$ cat src/common/stream_consts.svh
`ifndef STREAM_CONSTS_SVH
`define STREAM_CONSTS_SVH

// Port counts of the fabric
`define SF_NUM_INPUTS   4
`define SF_NUM_OUTPUTS  2

// Inputs that share one output, so inputs 2o and 2o+1 feed output o
`define SF_NUM_REQS     2

// Payload width, not counting the source tag
`define SF_DATAW        16

// Index width inside one group
`define SF_SEL_W        1

`endif

$ cat src/common/stream_pkg.sv
`include "stream_consts.svh"

package stream_pkg;

    // One beat as it travels through the fabric, src is the producing input
    typedef struct packed {
        logic [`SF_DATAW-1:0]               data;
        logic [$clog2(`SF_NUM_INPUTS)-1:0]  src;
    } stream_beat_t;

    // Bundle of all input beats, index is the input number
    typedef stream_beat_t [`SF_NUM_INPUTS-1:0] stream_bus_t;

endpackage

$ cat src/common/switch_pkg.sv
`include "stream_consts.svh"

package switch_pkg;

    typedef logic [`SF_SEL_W-1:0] sel_t;  // Group-local input index

    // One select per output, element o steers output o
    typedef sel_t [`SF_NUM_OUTPUTS-1:0] sel_vec_t;

endpackage

$ cat src/stream_switch/rr_select.sv
`include "stream_consts.svh"

module rr_select (
    input  logic                    clk,
    input  logic                    rst_n,

    input  logic [`SF_NUM_REQS-1:0] valid_grp,
    input  logic [`SF_NUM_REQS-1:0] ready_grp,

    output switch_pkg::sel_t        sel
);
    import switch_pkg::*;

    sel_t sel_other;
    logic sel_valid;
    logic sel_fire;
    logic other_valid;
    logic move;

    // With two requesters the other one is the flipped index
    assign sel_other   = sel ^ sel_t'(1);

    assign sel_valid   = valid_grp[sel];
    assign sel_fire    = sel_valid & ready_grp[sel];
    assign other_valid = valid_grp[sel_other];

    // A valid beat that has not moved keeps the lock, so it is never withdrawn
    assign move = sel_fire | (~sel_valid & other_valid);

    always_ff @(posedge clk) begin
        if (!rst_n) begin
            sel <= '0;  // Lower input of the group
        end else if (move) begin
            sel <= sel_other;
        end
    end

endmodule

$ cat src/stream_switch/stream_switch.sv
`include "stream_consts.svh"

module stream_switch #(
    parameter int BUFFERED = 1
) (
    input  logic                                           clk,
    input  logic                                           rst_n,

    input  switch_pkg::sel_vec_t                           sel,

    input  logic [`SF_NUM_INPUTS-1:0]                      valid_in,
    input  stream_pkg::stream_bus_t                        data_in,
    output logic [`SF_NUM_INPUTS-1:0]                      ready_in,

    output logic [`SF_NUM_OUTPUTS-1:0]                     valid_out,
    output stream_pkg::stream_beat_t [`SF_NUM_OUTPUTS-1:0] data_out,
    input  logic [`SF_NUM_OUTPUTS-1:0]                     ready_out
);
    import stream_pkg::*;
    import switch_pkg::*;

    // Selected beat of each group, ahead of the output stage
    logic         [`SF_NUM_OUTPUTS-1:0] grp_valid;
    stream_beat_t [`SF_NUM_OUTPUTS-1:0] grp_data;
    logic         [`SF_NUM_OUTPUTS-1:0] grp_ready;

    for (genvar o = 0; o < `SF_NUM_OUTPUTS; o++) begin : g_out
        logic         [`SF_NUM_REQS-1:0] req_valid;
        stream_beat_t [`SF_NUM_REQS-1:0] req_data;

        for (genvar j = 0; j < `SF_NUM_REQS; j++) begin : g_req
            localparam int II = o * `SF_NUM_REQS + j;

            assign req_valid[j] = valid_in[II];
            assign req_data[j]  = data_in[II];

            // Only the selected input ever sees ready
            assign ready_in[II] = grp_ready[o] & (sel[o] == sel_t'(j));
        end

        assign grp_valid[o] = req_valid[sel[o]];
        assign grp_data[o]  = req_data[sel[o]];

        if (BUFFERED != 0) begin : g_buf
            skid_buffer out_buffer (
                .clk       (clk),
                .rst_n     (rst_n),
                .valid_in  (grp_valid[o]),
                .data_in   (grp_data[o]),
                .ready_in  (grp_ready[o]),
                .valid_out (valid_out[o]),
                .data_out  (data_out[o]),
                .ready_out (ready_out[o])
            );
        end else begin : g_pass
            // Combinational path from the input mux to the output port
            assign valid_out[o] = grp_valid[o];
            assign data_out[o]  = grp_data[o];
            assign grp_ready[o] = ready_out[o];
        end
    end

endmodule

$ cat src/verilog/skid_buffer.sv
module skid_buffer (
    input  logic                     clk,
    input  logic                     rst_n,

    input  logic                     valid_in,
    input  stream_pkg::stream_beat_t data_in,
    output logic                     ready_in,

    output logic                     valid_out,
    output stream_pkg::stream_beat_t data_out,
    input  logic                     ready_out
);
    import stream_pkg::*;

    logic         skid_valid;
    stream_beat_t skid_data;
    logic         out_free;
    logic         push;

    // Output register can take a new beat when it is empty or drains this cycle
    assign out_free = ~valid_out | ready_out;

    assign ready_in = ~skid_valid;  // Comes straight from a flop
    assign push     = valid_in & ready_in;

    always_ff @(posedge clk) begin
        if (!rst_n) begin
            valid_out  <= 1'b0;
            skid_valid <= 1'b0;
        end else begin
            if (out_free) begin
                if (skid_valid) begin
                    // The parked beat is older, so it goes first
                    valid_out  <= 1'b1;
                    skid_valid <= 1'b0;
                end else begin
                    valid_out <= push;
                end
            end else if (push) begin
                skid_valid <= 1'b1;  // Catches the beat that was in flight
            end
        end
    end

    always_ff @(posedge clk) begin
        if (out_free) begin
            if (skid_valid) begin
                data_out <= skid_data;
            end else if (push) begin
                data_out <= data_in;
            end
        end
    end

    // Input is refused while this entry is full, so it only loads at a stall
    always_ff @(posedge clk) begin
        if (!out_free && push) begin
            skid_data <= data_in;
        end
    end

endmodule

$ cat src/verilog/stream_fabric_top.sv
`include "stream_consts.svh"

module stream_fabric_top (
    input  logic                                           clk,
    input  logic                                           rst_n,

    input  logic [`SF_NUM_INPUTS-1:0]                      valid_in,
    input  stream_pkg::stream_bus_t                        data_in,
    output logic [`SF_NUM_INPUTS-1:0]                      ready_in,

    output logic [`SF_NUM_OUTPUTS-1:0]                     valid_out,
    output stream_pkg::stream_beat_t [`SF_NUM_OUTPUTS-1:0] data_out,
    input  logic [`SF_NUM_OUTPUTS-1:0]                     ready_out
);
    import switch_pkg::*;

    sel_vec_t sel;

    // Group 0 is inputs 0 and 1
    rr_select rr_sel0 (
        .clk       (clk),
        .rst_n     (rst_n),
        .valid_grp (valid_in[1:0]),
        .ready_grp (ready_in[1:0]),
        .sel       (sel[0])
    );

    rr_select rr_sel1 (
        .clk       (clk),
        .rst_n     (rst_n),
        .valid_grp (valid_in[3:2]),
        .ready_grp (ready_in[3:2]),
        .sel       (sel[1])
    );

    stream_switch #(
        .BUFFERED (1)
    ) switch0 (
        .clk       (clk),
        .rst_n     (rst_n),
        .sel       (sel),
        .valid_in  (valid_in),
        .data_in   (data_in),
        .ready_in  (ready_in),
        .valid_out (valid_out),
        .data_out  (data_out),
        .ready_out (ready_out)
    );

endmodule
$ cat config.mk
export PLATFORM = sky130hd
export DESIGN_NAME = stream_fabric_top
export DESIGN_NICKNAME = d
export VERILOG_FILES = /design/src/common/stream_pkg.sv /design/src/common/switch_pkg.sv /design/src/stream_switch/rr_select.sv /design/src/stream_switch/stream_switch.sv /design/src/verilog/skid_buffer.sv /design/src/verilog/stream_fabric_top.sv
export VERILOG_INCLUDE_DIRS = /design/src /design/src/common
export SDC_FILE = /design/constraint.sdc
export NUM_CORES = 1
export LEC_CHECK = 0
export ABC_AREA = 1
export BUFFER_PORTS_ARGS = -buffer_cell sky130_fd_sc_hd__buf_2
export CORE_MARGIN = 1
export CORE_UTILIZATION = 38
export DETAILED_ROUTE_END_ITERATION = 10
export SYNTH_ARGS = -nofsm -noshare
export SYNTH_HDL_FRONTEND = slang
export SYNTH_HIERARCHICAL = 1
export SYNTH_SLANG_ARGS = --single-unit
$ cat constraint.sdc
create_clock -name clk -period 3.3 [get_ports clk]
set_input_delay 0.165 -clock clk [delete_from_list [all_inputs] [get_ports clk]]
set_output_delay 0.165 -clock clk [all_outputs]
set_load 0.1 [all_outputs]
==> results of run 1 <==
-- logic make-up after synthesis --
kind of cell / count (synthesis)
DFF: 78
and+or+nand+nor: 250
AOI/OAI and AO/OA: 6
buffers and inverters: 32
-- synthesized netlist by cell type --
| cell type | count | share of area |
|---|---|---|
| a21oi_1 | 2 | 0.0029 |
| nand3_1 | 4 | 0.0058 |
| o21ai_0 | 2 | 0.0029 |
| inv_2 | 4 | 0.0044 |
| nor2_1 | 8 | 0.0087 |
| edfxtp_1 | 72 | 0.63 |
| buf_6 | 2 | 0.0065 |
| inv_1 | 16 | 0.017 |
| a21oi_2 | 2 | 0.0051 |
| nand2_1 | 234 | 0.25 |
| buf_4 | 4 | 0.0087 |
| dfxtp_1 | 6 | 0.035 |
| nand3_2 | 4 | 0.012 |
| buf_2 | 6 | 0.0087 |
-- registers in the layout, indices dropped and copies added (netlist names) --
| signal | count |
|---|---|
| switch0/g_out.g_buf.out_buffer/skid_valid | 2 |
| rr_sel1/sel | 1 |
| switch0/g_out.g_buf.out_buffer/data_out | 36 |
| switch0/g_out.g_buf.out_buffer/skid_data | 36 |
| rr_sel0/sel | 1 |
| switch0/g_out.g_buf.out_buffer/valid_out | 2 |
-- through the flow --
step           total power [uW]   util  cell area, sq um
6_report                   2780  0.495              4340
5_1_grt                    2910  0.495              4340
4_1_cts                    2810  0.495              4340
3_5_place_dp               2190  0.475              4160
3_3_place_gp               2180  0.475              4160
2_1_floorplan              2010      -              3450
-- final cells by class --
cell class | instances | area (sq um)
fillers | 861 | 4430
flip-flops and latches | 78 | 2280
multi-input cells | 256 | 1020
repair buffers | 127 | 651
clock buffers | 11 | 141
well taps | 108 | 135
inverters | 20 | 75.1
clock inverters | 5 | 35.0
-- layer usage --
metal / GRT usage / wire (um)
met5: 0 / 0
met4: 0.0679 / 40
met3: 0.0230 / 279
met2: 0.271 / 3760
met1: 0.209 / 3300
-- worst max-delay path, stage by stage (launching register included) --
cell and delay (ns):
dfxtp_1 0.80, nor2_1 0.17, a21oi_2 0.78
-- worst min-delay path by stage --
| stage | from | endpoint | slack [ns] | cells after the start |
|---|---|---|---|---|
| floorplan | rst_n | rr_sel0/sel | 0.29 | 2 |
| global placement | rst_n | rr_sel1/sel | 0.46 | 3 |
| detailed placement | rst_n | rr_sel1/sel | 0.46 | 3 |
| CTS | rst_n | rr_sel1/sel | 0.1 | 3 |
| global route | rst_n | rr_sel1/sel | 0.12 | 3 |
| finish | rst_n | rr_sel1/sel | 0.12 | 3 |
-- where the power goes --
group          switching [uW]  total [uW]  internal [uW]  leakage (uW)
clock                     331         623            292     0.0000776
combinational             759         912            153       0.00133
sequential               34.6        1250           1210      0.000728
==> out/qor.txt, run 1 <==
Fmax: 470 MHz
Final Non-Filler Cells: 605
die width: 97.2 um
r2r setup slk: 1.17 ns
TritonCTS buffer count: 9
syn_area_per_cell: 9.41 sq um
TNS Setup: 0 ns
Max Slew Vio Count: 0
Final HPWL DP: 5380 um
Core Footprint: 0.00876 sq mm
Seq cells post-synth: 78
Worst Reg2Reg Path Length in Cells: 2
die area: 0.00945 sq mm
first drt pass iteration count: 4
Detail Route Antenna Nets: 0
WS Path Type: reg -> reg
# clock sinks: 78
initial antenna violation count: 0
Mapped Cells: 366
Area Growth Syn to Fin: 25.8%
TritonCTS clock tree: built
largest net degree at the start of global routing: 23
Worst slew margin: 0.322
Placed Cells: 589
Remaining DRCs: 0
Final Setup Violations: 0
post_cts resized: 0
unrepaired setup endpoints after global routing: false
DRT Wirelength: 7380 um
PwrDens: 642 mW/mm^2
I/O Buffers: 121
CP arrival: 2.08 ns
CP endpoint: switch0/g_out[0].g_buf.out_buffer/data_out[16]
Synth Area in Adders: 0
worst slack, placed: 1.14 ns
final net count: 572
vias in the first global route: 2553
XOR/XNOR Fraction of Synth Area: 0
hold_ws: 0.120 ns
CP endpoint kind: register
reg2reg start: switch0/g_out[0].g_buf.out_buffer/skid_valid
commonest cells after routing, fill and taps aside: 234 x nand2_1, 121 x buf_2, 72 x edfxtp_1
Remaining Overflow, GRT: 0
Max clock buf depth: 2
Tightest Pin Transition: 1.02 ns
VDD IR max: 0.255 mV
Post-Syn Area: 0.00345 sq mm
clock slew at reported path FFs: 0.07 ns
hold crit path type: in -> reg
simple logic cell fraction of the synthesized area: 0.281
fraction of layout cells with a size suffix above 1: 0.312
H-tree Lvls: 3
post-synth net total: 446
gpl congestion: 0.721
average wire per standard cell: 12.2 um
io pins: 122
PnR worst setup slack: 1.17 ns
largest family of logic cells by synthesized area: simple AND/OR/NAND/NOR gates
Setup Buffers After CTS: 0
status: complete, no violations
all-layer global routing usage: 0.161
1st-iter DRT viols: 98
Initial Utilization: 0.393
Std-Cell Rows: 34
Required @ worst endpoint: 3.25 ns
Tcrit/Tclk final: 0.645
Clk Latency, worst-skew pair: 0.33 ns
register area share after synthesis: 0.662
clk_skew: 0.00630 ns
global-route wire length before repair: 11900 um
Crit. Startpoint: switch0/g_out[0].g_buf.out_buffer/skid_valid
Critical R2R Capture: switch0/g_out[0].g_buf.out_buffer/data_out[16]
routed vias: 2685
Ys Warns: 6
Compound-Gate Fraction of Synth Area: 0.0109
Max-Cap Viols: 0
Antenna Cells: 0
mux contribution to synthesized area: 0
most common cell after layout, fill and taps aside: nand2_1
Final Critical Period: 2.13 ns
Startpoint Class: register
vias per cell: 4.44
cts hold-fix bufs: 0
Final Hold Viols: 0
die height: 97.2 um
critical path peak fanout: 22
post-synthesis cell type count: 14
root buf cell: clkbuf_8
leak pwr: 0.00213 uW
(Power assumes the default switching activity.)
==> inputs of run 2 (changes only) <==
clock period = 2 ns   (was 3.3 ns; I/O delays follow)
==> run 2 against run 1 <==
Via count rose by 1.7%. Sequential cell count is the same. Core utilization grew 1.1 points. Sequential power up 64%. Die area did not move. Critical path depth rose by 2. Total power grew 73%. Non-clock buffer count grew 6. Critical path type is now reg -> out.
==> out/qor.txt, run 2 (same netlist as run 1, synthesis figures left out) <==
vias in the first global route: 2590
fraction of layout cells with a size suffix above 1: 0.327
die area: 0.00945 sq mm
die height: 97.2 um
Initial Utilization: 0.393
Area Growth Syn to Fin: 28.6%
Remaining Overflow, GRT: 0
Max clock buf depth: 2
Setup Buffers After CTS: 0
DRT Wirelength: 7430 um
clk_skew: 0.00960 ns
Max-Cap Viols: 0
WS Path Type: reg -> out
worst slack, placed: 0.447 ns
Tightest Pin Transition: 0.506 ns
global-route wire length before repair: 12000 um
min-delay src: rst_n
cts hold-fix bufs: 0
hold crit path type: in -> reg
post_cts resized: 0
# clock sinks: 78
Largest regs: switch0/g_out.g_buf.out_buffer/data_out (36), switch0/g_out.g_buf.out_buffer/skid_data (36)
Detail Route Antenna Nets: 0
Remaining DRCs: 0
Antenna Cells: 0
vias per cell: 4.48
reg2reg start: switch0/g_out[0].g_buf.out_buffer/skid_valid
PnR worst setup slack: 0.152 ns
Worst slew margin: 0.665
CP arrival: 1.75 ns
Final Critical Period: 1.85 ns
1st-iter DRT viols: 75
CP endpoint kind: output port
initial antenna violation count: 0
Startpoint Class: register
VDD IR max: 0.375 mV
TNS Setup: 0 ns
leak pwr: 0.00219 uW
first drt pass iteration count: 4
Required @ worst endpoint: 1.90 ns
hold path depth: 3
routed vias: 2730
Clk Latency, worst-skew pair: 0.33 ns
I/O Buffers: 121
Fmax: 541 MHz
Final HPWL DP: 5430 um
Worst Reg2Reg Path Length in Cells: 3
unrepaired setup endpoints after global routing: false
TritonCTS buffer count: 9
most common cell after layout, fill and taps aside: nand2_1
clock slew at reported path FFs: 0.08 ns
Core Footprint: 0.00876 sq mm
Std-Cell Rows: 34
r2r setup slk: 0.46 ns
H-tree Lvls: 3
Worst Hold End: rr_sel1/sel
Tcrit/Tclk final: 0.924
critical path peak fanout: 20
PwrDens: 1090 mW/mm^2
all-layer global routing usage: 0.160
Critical R2R Capture: switch0/g_out[0].g_buf.out_buffer/data_out[9]
Max Slew Vio Count: 0
die width: 97.2 um
commonest cells after routing, fill and taps aside: 234 x nand2_1, 121 x buf_2, 72 x edfxtp_1
io pins: 122
TritonCTS clock tree: built
gpl congestion: 0.749
Final Setup Violations: 0
average wire per standard cell: 12.2 um
final net count: 578
root buf cell: clkbuf_8
Final Hold Viols: 0
largest net degree at the start of global routing: 22
status: complete, no violations
[run 2: changes by cell type in the layout (fill, tap and decap cells not counted), moves of 2 or more]
cell and delta:
buf_4 +5, clkinvlp_4 -3, nor2_2 +3, dfxtp_1 -2, bufinv_16 +2, dfxtp_2 +2, nor2_1 -3
[run 2: worst max path at each step]
stage                                                 startpoint                                            end  slack (ns)  depth (start not counted)
finish              switch0/g_out[0].g_buf.out_buffer/skid_valid                                    ready_in[0]        0.15                          4
global placement    switch0/g_out[0].g_buf.out_buffer/skid_valid  switch0/g_out[0].g_buf.out_buffer/data_out[5]        0.51                          3
detailed placement  switch0/g_out[0].g_buf.out_buffer/skid_valid  switch0/g_out[0].g_buf.out_buffer/data_out[5]        0.45                          3
global route        switch0/g_out[0].g_buf.out_buffer/skid_valid                                    ready_in[0]        0.07                          4
floorplan           switch0/g_out[0].g_buf.out_buffer/skid_valid                                    rr_sel0/sel        0.17                          8
CTS                 switch0/g_out[0].g_buf.out_buffer/skid_valid                                    ready_in[0]        0.13                          4
[run 2: critical path: stages, from the launching register on]
cell	delay (ns)
dfxtp_1	0.45
inv_2	0.34
inv_1	0.09
nor2_2	0.10
buf_2	0.43
[run 2: power breakdown]
part	switching (uW)	internal [uW]
Sequential	50.0	2000
Combinational	1270	277
Clock	527	696
Total	1840	2970
[run 2: metrics by stage]
stage	util	std cells	hold slack (ns)	area, sq um	total power [uW]
final	0.506	610	0.0426	4430	4820
after detailed placement	0.482	595	0.395	4230	3640
after floorplan	-	366	0.222	3470	3320
after global placement	0.482	595	0.393	4230	3630
after global routing	0.506	610	0.0282	4430	5020
after CTS	0.506	610	0.0308	4430	4860
[run 2: metal layers]
layer,GRT usage,vias to the layer above,share of wire
met5,0,-,0
met4,0.0611,0,0.011
met3,0.0252,4,0.041
met2,0.265,61,0.48
met1,0.213,1239,0.47
li1,-,1426,-
[run 2: final cells by class]
| type | instances | area [sq um] |
|---|---|---|
| multi-input cells | 256 | 1020 |
| clock inverters | 4 | 72.6 |
| inverters | 20 | 75.1 |
| well taps | 108 | 135 |
| fillers | 826 | 4330 |
| flip-flops and latches | 78 | 2280 |
| repair buffers | 133 | 708 |
| clock buffers | 11 | 131 |
==> inputs of run 3 (changes only) <==
CORE_UTILIZATION = 30   (was 38)
==> run 3 against run 2 <==
First-iteration DRC count decreased by 28%. Sequential power about the same. Clock power increased by 35%. Critical endpoint is now ready_in[2]. Largest cell class unchanged. Highest routed layer unchanged. Count of clock-buffer cells in the layout decreased by 1.
==> out/qor.txt, run 3 (same netlist as run 1, synthesis figures left out) <==
Final Critical Period: 1.80 ns
max incr delay on CP: 0.44 ns
fraction of layout cells with a size suffix above 1: 0.323
Required @ worst endpoint: 1.90 ns
Core Footprint: 0.0110 sq mm
Worst Reg2Reg Path Length in Cells: 6
min-delay src: data_in[63]
global-route wire length before repair: 11600 um
Fmax: 557 MHz
gpl congestion: 0.769
Final HPWL DP: 5660 um
initial antenna violation count: 0
first drt pass iteration count: 4
cts hold-fix bufs: 0
average wire per standard cell: 11.3 um
vias in the first global route: 2576
Placed Cells: 626
I/O Buffers: 121
die width: 109 um
commonest cells after routing, fill and taps aside: 234 x nand2_1, 121 x buf_2, 72 x edfxtp_1
Largest regs: switch0/g_out.g_buf.out_buffer/data_out (36), switch0/g_out.g_buf.out_buffer/skid_data (36)
die area: 0.0119 sq mm
critical path peak fanout: 20
Max Slew Vio Count: 0
Setup Buffers After CTS: 0
Final Setup Violations: 0
Final Total Pwr: 5230 uW
clock slew at reported path FFs: 0.06 ns
TNS Setup: 0 ns
Detail Route Antenna Nets: 0
VDD IR max: 0.450 mV
# clock sinks: 78
hold path depth: 3
Startpoint Class: register
Worst slew margin: 0.663
root buf cell: clkbuf_16
fin util: 0.413
CP bufs+invs: 3
Antenna Cells: 0
largest net degree at the start of global routing: 24
crit path cell chain: inv_2 -> inv_1 -> nor2_2 -> buf_2
Tightest Pin Transition: 0.509 ns
die height: 109 um
Max-Cap Viols: 0
Area Growth Syn to Fin: 32.1%
reg2reg start: rr_sel1/sel
H-tree Lvls: 3
hold crit path type: in -> reg
CP endpoint kind: output port
Max clock buf depth: 2
CP max-delay cell: dfxtp_1
1st-iter DRT viols: 54
TritonCTS buffer count: 9
post_cts resized: 0
Clk Latency, worst-skew pair: 0.32 ns
PwrDens: 1150 mW/mm^2
DRT Wirelength: 7280 um
TritonCTS clock tree: built
io pins: 122
final net count: 577
Remaining DRCs: 0
Std-Cell Rows: 38
WS Path Type: reg -> out
Initial Utilization: 0.312
Remaining Overflow, GRT: 0
Final Non-Filler Cells: 642
routed vias: 2698
Crit. Startpoint: switch0/g_out[1].g_buf.out_buffer/skid_valid
leak pwr: 0.00223 uW
CP top delay family: buffers and inverters
status: complete, no violations
CP arrival: 1.70 ns
all-layer global routing usage: 0.129
WP depth: 4
Final Hold Viols: 0
most common cell after layout, fill and taps aside: nand2_1
vias per cell: 4.20
clk_skew: 0.00479 ns
Tcrit/Tclk final: 0.898
unrepaired setup endpoints after global routing: false
[run 3: tightest hold or removal path: stages]
cell and delay [ns]:
buf_2 0.07, nand2_1 0.04, nand2_1 0.07
[run 3: cell type report]
type / instances / area (sq um)
Multi-Input combinational cell: 256 / 1020
Sequential cell: 78 / 2280
Timing Repair Buffer: 132 / 688
Clock inverter: 6 / 76.3
Clock buffer: 10 / 229
Tap cell: 140 / 175
Fill cell: 1099 / 6480
Inverter: 20 / 75.1
[run 3: worst paths after layout]
check,end,slack [ns]
max,ready_in[2],0.20
min,switch0/g_out[1].g_buf.out_buffer/skid_data[9],0.08
max reg2reg,switch0/g_out[1].g_buf.out_buffer/data_out[15],0.48
min reg2reg,switch0/g_out[1].g_buf.out_buffer/data_out[4],0.51
[run 3: report_power, final]
part	switching, uW	leakage (uW)	internal [uW]	total [uW]
Combinational	1260	0.00136	265	1520
Clock	573	0.000149	1080	1650
Sequential	48.2	0.000729	2000	2050
Total	1880	0.00223	3350	5230
[run 3: stage by stage]
| step | hold WS (ns) | setup WS [ns] | area (sq um) |
|---|---|---|---|
| 2_1_floorplan | 0.222 | 0.167 | 3470 |
| 3_3_place_gp | 0.397 | 0.491 | 4250 |
| 3_5_place_dp | 0.403 | 0.484 | 4250 |
| 4_1_cts | 0.0661 | 0.173 | 4550 |
| 5_1_grt | 0.0771 | 0.0630 | 4550 |
| 6_report | 0.0772 | 0.204 | 4550 |
[run 3: routing by layer]
layer  routed length (um)  GRT usage
met1                 3060      0.140
met4                  137     0.0619
met5                    0          0
met2                 3610      0.235
met3                  477     0.0329
